==> src/common/frontPkg.sv <==
package frontPkg;

    // ============================================================
    // fetch block geometry
    // ============================================================

    localparam int blockHalves = 8;    // halfwords per fetch block.
    localparam int decWidth    = 4;    // instruction slots per cycle.
    localparam int bufDepth    = 4;    // blocks held by the predecode buffer.
    localparam int halfBits    = 16;
    localparam int instrBits   = 32;

    typedef logic [$clog2(blockHalves)-1:0] halfIdx_t;    // halfword within a block.
    typedef logic [30:0] halfPc_t;                         // pc in halfword units.
    typedef logic [$bits(halfPc_t)-$bits(halfIdx_t)-1:0] blockPc_t;

    typedef logic [4:0] fetchId_t;
    typedef logic [7:0] bHist_t;

    typedef enum logic [1:0] {
        faultNone   = 2'd0,
        faultAccess = 2'd1,
        faultPage   = 2'd2
    } fault_t;

    // ============================================================
    // opcode fields used by the class logic
    // ============================================================

    // major opcodes of the 32-bit encoding.
    localparam logic [6:0] opBranch = 7'b1100011;
    localparam logic [6:0] opJal    = 7'b1101111;
    localparam logic [6:0] opJalr   = 7'b1100111;

    // low two bits select the quadrant, 11 marks a 32-bit instruction.
    localparam logic [1:0] quadC1   = 2'b01;
    localparam logic [1:0] quadC2   = 2'b10;
    localparam logic [1:0] quadFull = 2'b11;

    // funct3 of the compressed control transfers.
    localparam logic [2:0] f3CJal  = 3'b001;    // rv32 only.
    localparam logic [2:0] f3CJ    = 3'b101;
    localparam logic [2:0] f3CBeqz = 3'b110;
    localparam logic [2:0] f3CBnez = 3'b111;
    localparam logic [2:0] f3CJr   = 3'b100;    // c.jr and c.jalr, told apart by bit 12.

endpackage
==> src/hw/frontEnd.sv <==
`timescale 1ns/1ps

module frontEnd (
    input  logic clk,
    input  logic rst,
    input  logic mispred,
    input  logic outEn,

    input  logic fetchValid,
    input  frontPkg::halfPc_t fetchPc,
    input  frontPkg::fetchId_t fetchId,
    input  frontPkg::fault_t fetchFault,
    input  logic fetchPredTaken,
    input  frontPkg::halfIdx_t fetchPredPos,
    input  frontPkg::halfPc_t fetchPredTarget,
    input  frontPkg::bHist_t fetchHistory,
    input  logic [frontPkg::blockHalves-1:0][frontPkg::halfBits-1:0] fetchHalves,
    output logic full,

    output logic [frontPkg::decWidth-1:0] slotValid,
    output frontPkg::halfPc_t slotPc [frontPkg::decWidth],
    output logic [frontPkg::instrBits-1:0] slotInstr [frontPkg::decWidth],
    output frontPkg::fetchId_t slotId [frontPkg::decWidth],
    output frontPkg::fault_t slotFault [frontPkg::decWidth],
    output logic [frontPkg::decWidth-1:0] slotPredTaken,
    output logic [frontPkg::decWidth-1:0] slotPredInvalid,
    output frontPkg::halfPc_t slotPredTarget [frontPkg::decWidth],
    output frontPkg::bHist_t slotHistory [frontPkg::decWidth],
    output logic [frontPkg::decWidth-1:0] slotCompressed,
    output logic [frontPkg::decWidth-1:0] slotBranch,
    output logic [frontPkg::decWidth-1:0] slotJump
);
    import frontPkg::*;

    // ============================================================
    // registered fetch block
    // ============================================================

    logic blkValid;
    blockPc_t blkPc;
    fetchId_t blkId;
    fault_t blkFault;
    halfIdx_t blkFirst;
    halfIdx_t blkLast;
    halfIdx_t blkPredPos;
    logic blkPredTaken;
    halfPc_t blkPredTarget;
    bHist_t blkHistory;
    logic [blockHalves-1:0][halfBits-1:0] blkHalves;

    // ============================================================
    // predecoded lanes
    // ============================================================

    logic [decWidth-1:0] pdValid;
    halfPc_t pdPc [decWidth];
    logic [instrBits-1:0] pdInstr [decWidth];
    fetchId_t pdId [decWidth];
    fault_t pdFault [decWidth];
    logic [decWidth-1:0] pdPredTaken;
    logic [decWidth-1:0] pdPredInvalid;
    halfPc_t pdPredTarget [decWidth];
    bHist_t pdHistory [decWidth];

    fetchAlign align0 (.*);

    preDecode #(.depth(bufDepth)) split0 (.*);

    slotClassify classify0 (.*);

endmodule

==> src/hw/slotClassify.sv <==
`timescale 1ns/1ps

module slotClassify (
    input  logic clk,
    input  logic rst,
    input  logic mispred,

    input  logic [frontPkg::decWidth-1:0] pdValid,
    input  frontPkg::halfPc_t pdPc [frontPkg::decWidth],
    input  logic [frontPkg::instrBits-1:0] pdInstr [frontPkg::decWidth],
    input  frontPkg::fetchId_t pdId [frontPkg::decWidth],
    input  frontPkg::fault_t pdFault [frontPkg::decWidth],
    input  logic [frontPkg::decWidth-1:0] pdPredTaken,
    input  logic [frontPkg::decWidth-1:0] pdPredInvalid,
    input  frontPkg::halfPc_t pdPredTarget [frontPkg::decWidth],
    input  frontPkg::bHist_t pdHistory [frontPkg::decWidth],

    output logic [frontPkg::decWidth-1:0] slotValid,
    output frontPkg::halfPc_t slotPc [frontPkg::decWidth],
    output logic [frontPkg::instrBits-1:0] slotInstr [frontPkg::decWidth],
    output frontPkg::fetchId_t slotId [frontPkg::decWidth],
    output frontPkg::fault_t slotFault [frontPkg::decWidth],
    output logic [frontPkg::decWidth-1:0] slotPredTaken,
    output logic [frontPkg::decWidth-1:0] slotPredInvalid,
    output frontPkg::halfPc_t slotPredTarget [frontPkg::decWidth],
    output frontPkg::bHist_t slotHistory [frontPkg::decWidth],
    output logic [frontPkg::decWidth-1:0] slotCompressed,
    output logic [frontPkg::decWidth-1:0] slotBranch,
    output logic [frontPkg::decWidth-1:0] slotJump
);
    import frontPkg::*;

    logic [decWidth-1:0] isComp;
    logic [decWidth-1:0] isBranch;
    logic [decWidth-1:0] isJump;

    always_comb begin
        logic [1:0] quad;
        logic [6:0] op;
        logic [2:0] cf3;
        logic cJr;
        for (int i = 0; i < decWidth; i++) begin
            quad = pdInstr[i][1:0];
            op = pdInstr[i][6:0];
            cf3 = pdInstr[i][15:13];
            // c.jr and c.jalr need rs2 zero and rs1 nonzero.
            cJr = quad == quadC2 && cf3 == f3CJr && pdInstr[i][6:2] == 5'd0
                  && pdInstr[i][11:7] != 5'd0;
            isComp[i] = quad != quadFull;
            if (isComp[i]) begin
                isBranch[i] = quad == quadC1 && (cf3 == f3CBeqz || cf3 == f3CBnez);
                isJump[i] = (quad == quadC1 && (cf3 == f3CJ || cf3 == f3CJal)) || cJr;
            end else begin
                isBranch[i] = op == opBranch;
                isJump[i] = op == opJal || op == opJalr;
            end
        end
    end

    always_ff @(posedge clk) begin
        if (rst || mispred) begin
            slotValid <= '0;
        end else begin
            slotValid <= pdValid;
        end
    end

    always_ff @(posedge clk) begin
        slotPc <= pdPc;
        slotInstr <= pdInstr;
        slotId <= pdId;
        slotFault <= pdFault;
        slotPredTaken <= pdPredTaken;
        slotPredInvalid <= pdPredInvalid;
        slotPredTarget <= pdPredTarget;
        slotHistory <= pdHistory;
        slotCompressed <= isComp;
        slotBranch <= isBranch;
        slotJump <= isJump;
    end

    // the decoder takes slots from lane 0 upwards.
    assert property (@(posedge clk) disable iff (rst)
        (slotValid & (slotValid + 1'b1)) == '0);

endmodule

==> src/preDecode/preDecode.sv <==
`timescale 1ns/1ps

module preDecode #(
    parameter int depth = frontPkg::bufDepth
) (
    input  logic clk,
    input  logic rst,
    input  logic mispred,
    input  logic outEn,

    input  logic blkValid,
    input  frontPkg::blockPc_t blkPc,
    input  frontPkg::fetchId_t blkId,
    input  frontPkg::fault_t blkFault,
    input  frontPkg::halfIdx_t blkFirst,
    input  frontPkg::halfIdx_t blkLast,
    input  frontPkg::halfIdx_t blkPredPos,
    input  logic blkPredTaken,
    input  frontPkg::halfPc_t blkPredTarget,
    input  frontPkg::bHist_t blkHistory,
    input  logic [frontPkg::blockHalves-1:0][frontPkg::halfBits-1:0] blkHalves,

    output logic full,

    output logic [frontPkg::decWidth-1:0] pdValid,
    output frontPkg::halfPc_t pdPc [frontPkg::decWidth],
    output logic [frontPkg::instrBits-1:0] pdInstr [frontPkg::decWidth],
    output frontPkg::fetchId_t pdId [frontPkg::decWidth],
    output frontPkg::fault_t pdFault [frontPkg::decWidth],
    output logic [frontPkg::decWidth-1:0] pdPredTaken,
    output logic [frontPkg::decWidth-1:0] pdPredInvalid,
    output frontPkg::halfPc_t pdPredTarget [frontPkg::decWidth],
    output frontPkg::bHist_t pdHistory [frontPkg::decWidth]
);
    import frontPkg::*;

    localparam int idxW = $clog2(depth);
    localparam int cntW = $clog2(depth + 1);

    typedef struct packed {
        blockPc_t pc;
        fetchId_t id;
        fault_t fault;
        halfIdx_t first;
        halfIdx_t last;
        halfIdx_t predPos;
        logic predTaken;
        halfPc_t predTarget;
        bHist_t history;
        logic [blockHalves-1:0][halfBits-1:0] halves;
    } entry_t;

    entry_t ring [depth];

    logic [idxW-1:0] wrIdx;
    logic [idxW-1:0] rdIdx;
    halfIdx_t subIdx;
    logic [cntW-1:0] freeCnt;

    logic [idxW-1:0] rdIdxNext;
    halfIdx_t subIdxNext;
    logic [cntW-1:0] leftNext;      // filled entries after this cycle's reads.
    logic [cntW-1:0] takenCnt;
    logic [cntW-1:0] freeNext;

    logic [decWidth-1:0] laneValid;
    halfPc_t lanePc [decWidth];
    logic [instrBits-1:0] laneInstr [decWidth];
    fetchId_t laneId [decWidth];
    fault_t laneFault [decWidth];
    logic [decWidth-1:0] laneTaken;
    logic [decWidth-1:0] laneInvalid;
    halfPc_t laneTarget [decWidth];
    bHist_t laneHist [decWidth];

    function automatic logic [idxW-1:0] nextIdx(input logic [idxW-1:0] idx);
        return (idx == idxW'(depth - 1)) ? '0 : idx + 1'b1;
    endfunction

    // ============================================================
    // instruction walk over the buffered halfwords
    // ============================================================

    always_comb begin
        entry_t cur;
        entry_t own;
        logic [idxW-1:0] idx;
        halfIdx_t sub;
        halfIdx_t endSub;
        logic [cntW-1:0] left;
        logic stall;
        logic is32;
        logic badPred;
        logic joined;
        logic straddle;
        idx = rdIdx;
        sub = subIdx;
        left = cntW'(depth) - freeCnt;
        stall = !outEn;
        takenCnt = '0;
        for (int i = 0; i < decWidth; i++) begin
            cur = ring[idx];
            is32 = cur.halves[sub][1:0] == quadFull;
            // fetch tags the second half, so a tag on the first one is a bad prediction.
            badPred = is32 && cur.predTaken && cur.predPos == sub;
            joined = is32 && !badPred && cur.fault == faultNone;
            straddle = joined && sub == cur.last;
            if (left == '0 || (straddle && left == cntW'(1))) begin
                stall = 1'b1;    // upper half not fetched yet.
            end
            own = straddle ? ring[nextIdx(idx)] : cur;
            if (straddle) begin
                endSub = own.first;
            end else if (joined) begin
                endSub = sub + 1'b1;
            end else begin
                endSub = sub;
            end
            laneValid[i] = !stall;
            lanePc[i] = {cur.pc, sub};
            laneInstr[i] = joined ? {own.halves[endSub], cur.halves[sub]}
                                  : {{halfBits{1'b0}}, cur.halves[sub]};
            laneId[i] = own.id;
            laneFault[i] = own.fault;
            laneTaken[i] = own.predTaken && own.predPos == endSub;
            laneInvalid[i] = badPred;
            laneTarget[i] = own.predTarget;
            laneHist[i] = (endSub > own.predPos)
                ? {own.history[$bits(bHist_t)-2:0], 1'b0} : own.history;
            if (!stall) begin
                if (straddle) begin
                    idx = nextIdx(idx);
                    left = left - 1'b1;
                    takenCnt = takenCnt + 1'b1;
                end
                if (endSub == own.last) begin
                    idx = nextIdx(idx);
                    left = left - 1'b1;
                    takenCnt = takenCnt + 1'b1;
                    sub = ring[idx].first;
                end else begin
                    sub = endSub + 1'b1;
                end
            end
        end
        rdIdxNext = idx;
        subIdxNext = sub;
        leftNext = left;
    end

    assign freeNext = freeCnt + takenCnt - cntW'(blkValid);

    // ============================================================
    // ring pointers and lane registers
    // ============================================================

    always_ff @(posedge clk) begin
        if (rst || mispred) begin
            wrIdx <= '0;
            rdIdx <= '0;
            subIdx <= '0;
            freeCnt <= cntW'(depth);
            full <= 1'b0;
            pdValid <= '0;
        end else begin
            rdIdx <= rdIdxNext;
            freeCnt <= freeNext;
            full <= freeNext < cntW'(2);    // room for the block in flight.
            pdValid <= laneValid;
            if (blkValid) begin
                wrIdx <= nextIdx(wrIdx);
            end
            if (blkValid && leftNext == '0) begin
                subIdx <= blkFirst;    // new block becomes the read entry.
            end else begin
                subIdx <= subIdxNext;
            end
        end
    end

    always_ff @(posedge clk) begin
        if (blkValid && !mispred) begin
            ring[wrIdx] <= '{pc: blkPc, id: blkId, fault: blkFault, first: blkFirst,
                             last: blkLast, predPos: blkPredPos, predTaken: blkPredTaken,
                             predTarget: blkPredTarget, history: blkHistory,
                             halves: blkHalves};
        end
    end

    always_ff @(posedge clk) begin
        pdPc <= lanePc;
        pdInstr <= laneInstr;
        pdId <= laneId;
        pdFault <= laneFault;
        pdPredTaken <= laneTaken;
        pdPredInvalid <= laneInvalid;
        pdPredTarget <= laneTarget;
        pdHistory <= laneHist;
    end

    // fetch has to honour full.
    assert property (@(posedge clk) disable iff (rst)
        blkValid |-> freeCnt != '0);

    assert property (@(posedge clk) disable iff (rst)
        freeCnt != cntW'(depth) |->
            subIdx >= ring[rdIdx].first && subIdx <= ring[rdIdx].last);

endmodule

==> src/hw/fetchAlign.sv <==
`timescale 1ns/1ps

module fetchAlign (
    input  logic clk,
    input  logic rst,
    input  logic mispred,

    input  logic fetchValid,
    input  frontPkg::halfPc_t fetchPc,
    input  frontPkg::fetchId_t fetchId,
    input  frontPkg::fault_t fetchFault,
    input  logic fetchPredTaken,
    input  frontPkg::halfIdx_t fetchPredPos,
    input  frontPkg::halfPc_t fetchPredTarget,
    input  frontPkg::bHist_t fetchHistory,
    input  logic [frontPkg::blockHalves-1:0][frontPkg::halfBits-1:0] fetchHalves,

    output logic blkValid,
    output frontPkg::blockPc_t blkPc,
    output frontPkg::fetchId_t blkId,
    output frontPkg::fault_t blkFault,
    output frontPkg::halfIdx_t blkFirst,
    output frontPkg::halfIdx_t blkLast,
    output frontPkg::halfIdx_t blkPredPos,
    output logic blkPredTaken,
    output frontPkg::halfPc_t blkPredTarget,
    output frontPkg::bHist_t blkHistory,
    output logic [frontPkg::blockHalves-1:0][frontPkg::halfBits-1:0] blkHalves
);
    import frontPkg::*;

    localparam int idxBits = $bits(halfIdx_t);

    halfIdx_t startIdx;
    halfIdx_t lastIdx;

    assign startIdx = fetchPc[idxBits-1:0];
    // a taken branch ends the live range at its own halfword.
    assign lastIdx = fetchPredTaken ? fetchPredPos : halfIdx_t'(blockHalves - 1);

    always_ff @(posedge clk) begin
        if (rst || mispred) begin
            blkValid <= 1'b0;    // drops the block in flight.
        end else begin
            blkValid <= fetchValid;
        end
    end

    always_ff @(posedge clk) begin
        if (fetchValid) begin
            blkPc         <= fetchPc[$bits(halfPc_t)-1:idxBits];
            blkId         <= fetchId;
            blkFault      <= fetchFault;
            blkFirst      <= startIdx;
            blkLast       <= lastIdx;
            blkPredPos    <= fetchPredPos;
            blkPredTaken  <= fetchPredTaken;
            blkPredTarget <= fetchPredTarget;
            blkHistory    <= fetchHistory;
            blkHalves     <= fetchHalves;
        end
    end

    // the predictor never points in front of the fetch entry point.
    assert property (@(posedge clk) disable iff (rst)
        fetchValid && fetchPredTaken |-> fetchPredPos >= startIdx);

endmodule

==> config.mk <==
export PLATFORM = sky130hd
export DESIGN_NAME = frontEnd
export DESIGN_NICKNAME = d
export VERILOG_FILES = /design/src/common/frontPkg.sv /design/src/hw/frontEnd.sv /design/src/hw/slotClassify.sv /design/src/preDecode/preDecode.sv /design/src/hw/fetchAlign.sv
export SDC_FILE = /design/constraint.sdc
export NUM_CORES = 2
export LEC_CHECK = 0
export BUFFER_PORTS_ARGS = -buffer_cell sky130_fd_sc_hd__clkbuf_2
export CAP_MARGIN = 20
export CELL_PAD_IN_SITES_DETAIL_PLACEMENT = 1
export CELL_PAD_IN_SITES_GLOBAL_PLACEMENT = 1
export CORE_ASPECT_RATIO = 1.5
export CORE_UTILIZATION = 30
export CTS_BUF_LIST = sky130_fd_sc_hd__clkbuf_4
export CTS_CLUSTER_DIAMETER = 100
export CTS_CLUSTER_SIZE = 14
export DETAILED_ROUTE_END_ITERATION = 12
export PLACE_DENSITY_LB_ADDON = 0.1
export SLEW_MARGIN = 15
export SYNTH_ARGS = -nofsm -noshare
export SYNTH_HDL_FRONTEND = slang
export SYNTH_SLANG_ARGS = --single-unit
==> constraint.sdc <==
create_clock -name clk -period 13.1 [get_ports clk]
set_input_delay 1.31 -clock clk [delete_from_list [all_inputs] [get_ports clk]]
set_output_delay 1.31 -clock clk [all_outputs]
set_load 0.05 [all_outputs]
# Yosys cells after proc, flatten, opt, wreduce, memory -nomap -nowiden
# Memory sizes are Yosys's and may differ from the RTL's. A register that Yosys moved wholly into a read port is not among the register bits.
# Cells that the tools add are included.
# word_totals
register_bits	1132
ram_bits	848
inputBits	214
out_inout_bits	461
word_cells	425
mem_count	1
# memory_table
name	depth	word_bits	rd	rd_clocked_by_memory_dff	write_ports	line	rtl
split0.ring	4	212	12	1	1	preDecode.sv:53	entry_t ring [depth];
# classes
n_addsub	35
magnitude_cmp	13
eq_ne	77
n_mux	113
n_reduce_logical	98
# op_table
op	count
$mux W184	4
$bmux W16 S3	8
$mux W3	48
$mux W16	8
$eq A7 B7 Y1 const B	12
$mux W2	26
$logic_and A1 B1 Y1	50
$eq A3 B3 Y1	16
$eq A3 B3 Y1 const B	16
$add A3 B1 Y3 const B	15
$eq A2 B2 Y1 const B	17
$lt A3 B4 Y1 const B	8
$mux W8	4
$eq A3 B1 Y1 const B	8
$sub A3 B1 Y3 const B	8
$logic_or A1 B1 Y1	21
$logic_not A5 Y1	4
$reduce_bool A5 Y1	4
$add A2 B1 Y2 const B	9
$logic_not A3 Y1	5
$mux W1	15
$gt A3 B3 Y1	4
$logic_not A1 Y1	10
$eq A2 B1 Y1 const B	4
other kinds (6)	12

# Longest topological paths before layout
# An unclocked memory read counts as a cell.
# logic_depth
depth_word	73
mapped_depth	71

# By module
# Synthesis repeated with hierarchy kept, for this count alone.
# hier_totals
cells_unflattened	11666
hier_area_um2	107321.7
# by_module_without_submodules
module	instances	cells_per_inst	area_per_inst_um2
preDecode	1	10924	91288.8
slotClassify	1	525	9615.5
fetchAlign	1	217	6417.4

# Worst setup path after synthesis
# Ideal clock, no wire load.
# synth_path
path_kind	register -> register
startpoint	reg split0.rdIdx[1]
endpoint	reg split0.freeCnt[2]
arrival_ns	13.884
setup_slack_ns	-0.856
stages_incl_launch_ff	67
path_buffers	17
period_less_slack_ns	13.956
path_cell_list	dfxtp_1 > buf_6 > buf_6 > buf_6 > mux4_2 > or2_1 > a41oi_2 > nand2_2 > o31ai_4 > clkbuf_1 > clkbuf_1 > clkbuf_1 > ha_1 > nand2_1 > o211a_1 > buf_4 > inv_2 > or4_1 > [... 31 more ...] > nand3b_2 > o31ai_4 > and2_1 > buf_2 > a222oi_1 > xnor2_1 > clkbuf_1 > nand3_1 > mux2_1 > mux2i_1 > ha_1 > inv_1 > fa_1 > xnor2_1 > xnor2_1 > xor2_1 > nor2_1 > mux2i_1
# synth_rtl
element	line	rtl
start: declaration	preDecode.sv:56	logic [idxW-1:0] rdIdx;
start signal: assignment	preDecode.sv:166	rdIdx <= rdIdxNext;
end signal: assignment	preDecode.sv:162	freeCnt <= cntW'(depth);
end signal: assignment	preDecode.sv:167	freeCnt <= freeNext;
end: declaration	preDecode.sv:58	logic [cntW-1:0] freeCnt;

==> summary.md <==
The flow ran to the end, but the final reports show violations. The checks that failed: slew limit, setup timing. The clock reaches the later pin of the worst-skew pair after 1470 ps. The post-synthesis sequential element count came out at 1980. The number of max-slew violations in the final report was 25. The min-delay analysis places its worst path in the category input port to flip-flop. The combinational family with the most area after synthesis is simple AND/OR/NAND/NOR gates. The congestion estimate from routability-driven global placement came to 1.035. Data on the critical path is required at its endpoint by 14320 ps. The via density per instance works out to 6.138. The number of I/O port buffers is 674. Share of cells above drive strength 1: 26.82%.

The worst setup path is launched from a flip-flop. The number of maximum-capacitance violations was 0; the violation count after the first detailed-route iteration was 10820. Fill cells in the final layout number 40020. For this configuration, the core starts out at a cell density of 30.18%.

For the post-synthesis sequential area ratio, the log shows 47.20%. The synthesized netlist devotes 15.40% of its cell area to compound gates. Number of nets produced by synthesis: 11480. The final wirelength is 675.7 mm.

The largest stage delay on the critical path is 570 ps. The distinct cell type count of the synthesized netlist is 126, and the cell area after placement is 123100 um2. The portion of synthesized area spent on multiplexers is 11.94%. With fillers left out, the area of the finished cells amounts to 131800 um2. Total power for the finished layout comes to 20.74 mW. The measured slew at the worst slew-check pin was 1520 ps. The die is 731.6 um tall.

For the residual antenna-violating net count after detailed routing, the log shows 0. The tightest slew margin relative to the limit is -1.348%, and the netlist area before placement is 106500 um2. The final net count is 12980. Setup repair after global routing could not meet its margin everywhere. The root buffer cell chosen for the clock tree is sky130_fd_sc_hd__clkbuf_4. Dividing total power by cell area gives a power density of 157.4 nW/um2. The initialized floorplan defines 267 standard-cell rows. Share of the clock period used by the worst path after layout: 107.1%. The path depth of the worst reg2reg path was 70.

Of all nets on the critical path, the largest fanout is 10. The tools report the total global routing overflow as 0. The count of final setup violators is 32. The path with the worst hold slack has its endpoint at align0.blkHalves[116]. Before antenna repair, the detailed router went through 7 iterations. Maximum clock insertion buffer count: 4.

The tools report the critical register-to-register path endpoint as split0.pdHistory[5]. After Yosys synthesis, XOR and XNOR cells account for 0.5171% of the synthesized area. The simple-gate share of the synthesized area was 20.07%; the global-route usage over all layers was 36.80%. The number of instances on the worst hold path is 1, and the count of unresolved DRC violations after routing is 0.

TritonCTS built the clock tree. Detailed routing inserted a total of 108300 vias. The total count of hold-check failures in the final report was 0; the post-synthesis instance total was 11210. The layout-stage area growth over the synthesis result was 23.79%; the peak supply drop was 139.6 uV. For the worst-case clock skew, the log shows 173.0 ps.

The post-detailed-placement half-perimeter wirelength is 469.1 mm, and the clock-pin transition on the worst setup and hold timing paths is 160 ps. The tools report the minimum setup slack among reg-to-reg paths as -930 ps. In this run the count of I/O pins placed on the die edge is 675. The area of the core was 352800 um2. The level count of the clock H-tree was 4. The share of synthesized cell area in full adder, half adder and majority cells works out to 0.6299%. Primary flip-flop cell chosen by synthesis mapping: sky130_fd_sc_hd__edfxtp_1. The clock net in this run drives a total of 1980 sinks. The worst hold path begins at fetchHalves[116]. Counting stages on the worst path, the most repeated cell is sky130_fd_sc_hd__buf_6. The number of enable-type register cells in the synthesized netlist was 1060. In this run the static leakage power is 51.53 nW.

The slowest cell on the critical path was sky130_fd_sc_hd__or4_4. The endpoint class of the critical path was a flip-flop. Data arrival at the endpoint of the critical path: 15250 ps. The tools report the number of warnings reported in the yosys synthesis log as 0. Entering global routing, the biggest net connects 166 pins. The smallest clock period supported by the final layout is computed as 14030 ps.

The average wire per cell in the routed design was 38.28 um; the number of antenna violations at the first check in global routing was 85. The floorplan die area is 357300 um2. The wire length of the first global-routing pass is 914.7 mm, and the average footprint of a synthesized cell is 9.495 um2. OpenSTA, run right after detailed placement, puts the worst setup slack at -2410 ps. Clock tree synthesis inserted a total of 178 buffers. Number of global-route vias before repair: 107200. By startpoint and endpoint, the worst setup path is classified as flip-flop to flip-flop. The x dimension of the die is 488.4 um, and the maximum achievable frequency is 0.07125 GHz.

The minimum setup slack in the final design was -935.0 ps. The start of the worst register-to-register path was split0.rdIdx[1]. For this run, asynchronously set or reset flops after synthesis account for 0%.
-- cells by family (layout without fill, tap and decap cells) --
kind of cell / after synthesis / after routing
buf+inv: 1140 / 2772
other cells: 0 / 96
fa+ha+maj: 53 / 53
compound gates: 2293 / 2294
mux: 702 / 702
flops: 1980 / 1980
xor+xnor: 59 / 59
simple gates: 4985 / 4986
-- Yosys cell counts, types with 13 or more instances --
library cell,instances,area share (%)
sky130_fd_sc_hd__o21ai_0,347,1.6
sky130_fd_sc_hd__o21ai_1,19,0.089
sky130_fd_sc_hd__nor3_1,54,0.25
sky130_fd_sc_hd__clkbuf_1,770,2.7
sky130_fd_sc_hd__and2_1,25,0.15
sky130_fd_sc_hd__a211oi_1,177,1.2
sky130_fd_sc_hd__mux2_2,44,0.47
sky130_fd_sc_hd__a222oi_1,14,0.13
sky130_fd_sc_hd__o211ai_1,126,0.89
sky130_fd_sc_hd__nand3_1,860,4.0
sky130_fd_sc_hd__mux4_2,447,9.5
sky130_fd_sc_hd__nand2_1,3354,12
sky130_fd_sc_hd__o22ai_1,154,0.90
sky130_fd_sc_hd__a221oi_1,42,0.35
sky130_fd_sc_hd__o21a_1,17,0.12
sky130_fd_sc_hd__mux2i_1,199,1.9
sky130_fd_sc_hd__a311o_1,18,0.17
sky130_fd_sc_hd__edfxtp_1,1060,30
sky130_fd_sc_hd__a22o_1,23,0.19
sky130_fd_sc_hd__o31ai_1,22,0.16
sky130_fd_sc_hd__nand4_1,42,0.25
sky130_fd_sc_hd__ha_1,52,0.61
sky130_fd_sc_hd__buf_6,13,0.14
sky130_fd_sc_hd__o221ai_1,108,0.89
sky130_fd_sc_hd__buf_4,18,0.13
sky130_fd_sc_hd__a22oi_1,59,0.42
sky130_fd_sc_hd__nor4_1,16,0.094
sky130_fd_sc_hd__a21o_1,13,0.092
sky130_fd_sc_hd__o2111ai_1,24,0.20
sky130_fd_sc_hd__a211o_1,14,0.12
sky130_fd_sc_hd__and3_1,363,2.1
sky130_fd_sc_hd__a31oi_1,306,1.8
sky130_fd_sc_hd__dfxtp_1,920,17
sky130_fd_sc_hd__buf_1,200,0.71
sky130_fd_sc_hd__nor2_1,188,0.66
sky130_fd_sc_hd__buf_2,41,0.19
sky130_fd_sc_hd__a21oi_1,290,1.4
sky130_fd_sc_hd__inv_1,76,0.27
sky130_fd_sc_hd__inv_2,14,0.049
sky130_fd_sc_hd__a311oi_1,291,2.4
sky130_fd_sc_hd__xnor2_1,47,0.39
sky130_fd_sc_hd__a221o_1,94,0.88
-- layout by cell type, fill, tap and decap left out, types with 289 or more instances in the layout --
master	instances
sky130_fd_sc_hd__mux4_2	447
sky130_fd_sc_hd__o21ai_0	322
sky130_fd_sc_hd__dfxtp_1	916
sky130_fd_sc_hd__clkbuf_2	673
sky130_fd_sc_hd__buf_4	1335
sky130_fd_sc_hd__nand2_1	3347
sky130_fd_sc_hd__a31oi_1	295
sky130_fd_sc_hd__and3_1	344
sky130_fd_sc_hd__edfxtp_1	1060
sky130_fd_sc_hd__clkbuf_4	289
sky130_fd_sc_hd__nand3_1	851
-- layout make-up --
class / instances / area, um2 / area share, %
sequential: 1980 / 50260 / 38.14
clock buffer: 289 / 2170 / 1.646
tap: 4707 / 5889 / 4.469
inverter: 94 / 402.9 / 0.3057
timing repair buffer: 2360 / 18360 / 13.93
multi-input combinational: 8094 / 54050 / 41.01
antenna: 96 / 240.2 / 0.1823
clock inverter: 29 / 426.7 / 0.3237
-- power breakdown --
group | internal [mW] | switching, mW | leakage (nW)
clock network | 1.16 | 2.21 | 1.54
logic | 2.93 | 6.61 | 32.6
registers | 7.32 | 0.505 | 17.4
-- through the flow --
| stage | cells | hold slack, ps | utilization, % | setup TNS, ps |
|---|---|---|---|---|
| floorplan | 11210 | 309.6 | - | 0 |
| global placement | 16900 | 310.9 | 34.87 | -88140 |
| detailed placement | 16910 | 313.2 | 34.90 | -103200 |
| CTS | 17460 | 0.4884 | 36.66 | -10220 |
| global route | 17600 | 45.78 | 37.32 | -23540 |
| finish | 17650 | 101.5 | 37.36 | -16890 |
-- per-layer routing --
| metal | wire (um) | up-vias | part of all wire, % | track usage, % |
|---|---|---|---|---|
| met5 | 230 | - | 0.034 | 0 |
| met4 | 83620 | 34 | 12 | 38.50 |
| met3 | 43750 | 2276 | 6.5 | 6.681 |
| met2 | 315300 | 5973 | 47 | 59.38 |
| met1 | 232700 | 55330 | 34 | 39.26 |
| li1 | - | 44710 | - | - |
-- critical path: cells and delay by family, from the launching register on --
family,cells,cell delay (ps)
AND/OR/NAND/NOR,14,3530
multiplexers,5,1480
AO/OA/AOI/OAI,18,4000
adder cells (fa/ha/maj),1,160
flip-flops,1,400
buffers and inverters,32,4120
-- repair_timing --
item / in CTS / in global routing
cloned: 8 / 5
hold endpoints to repair: 132 / 0
buffers inserted: 95 / 100
gates resized for setup: 267 / 270
hold buffers: 132 / 0
pin swaps: 85 / 115
setup endpoints to repair: 94 / 79
-- how the worst max path moves through the flow --
stage | cells past startpoint | to | from
after floorplan | 65 | split0.freeCnt[2] | split0.subIdx[0]
after global placement | 58 | split0.full | split0.rdIdx[1]
after detailed placement | 57 | split0.full | split0.rdIdx[1]
after CTS | 62 | split0.full | split0.rdIdx[1]
after global routing | 61 | split0.freeCnt[2] | split0.rdIdx[0]
final | 70 | split0.pdHistory[5] | split0.rdIdx[1]
-- sequential cells by signal, summed over array words and instances (netlist names), 124 cells and up --
signal,count
classify0.slotInstr,128
split0.pdInstr,128
classify0.slotPc,124
split0.ring,848
split0.pdPc,124
split0.pdPredTarget,124
align0.blkHalves,128
classify0.slotPredTarget,124
Power figures use the tool's default switching activity.
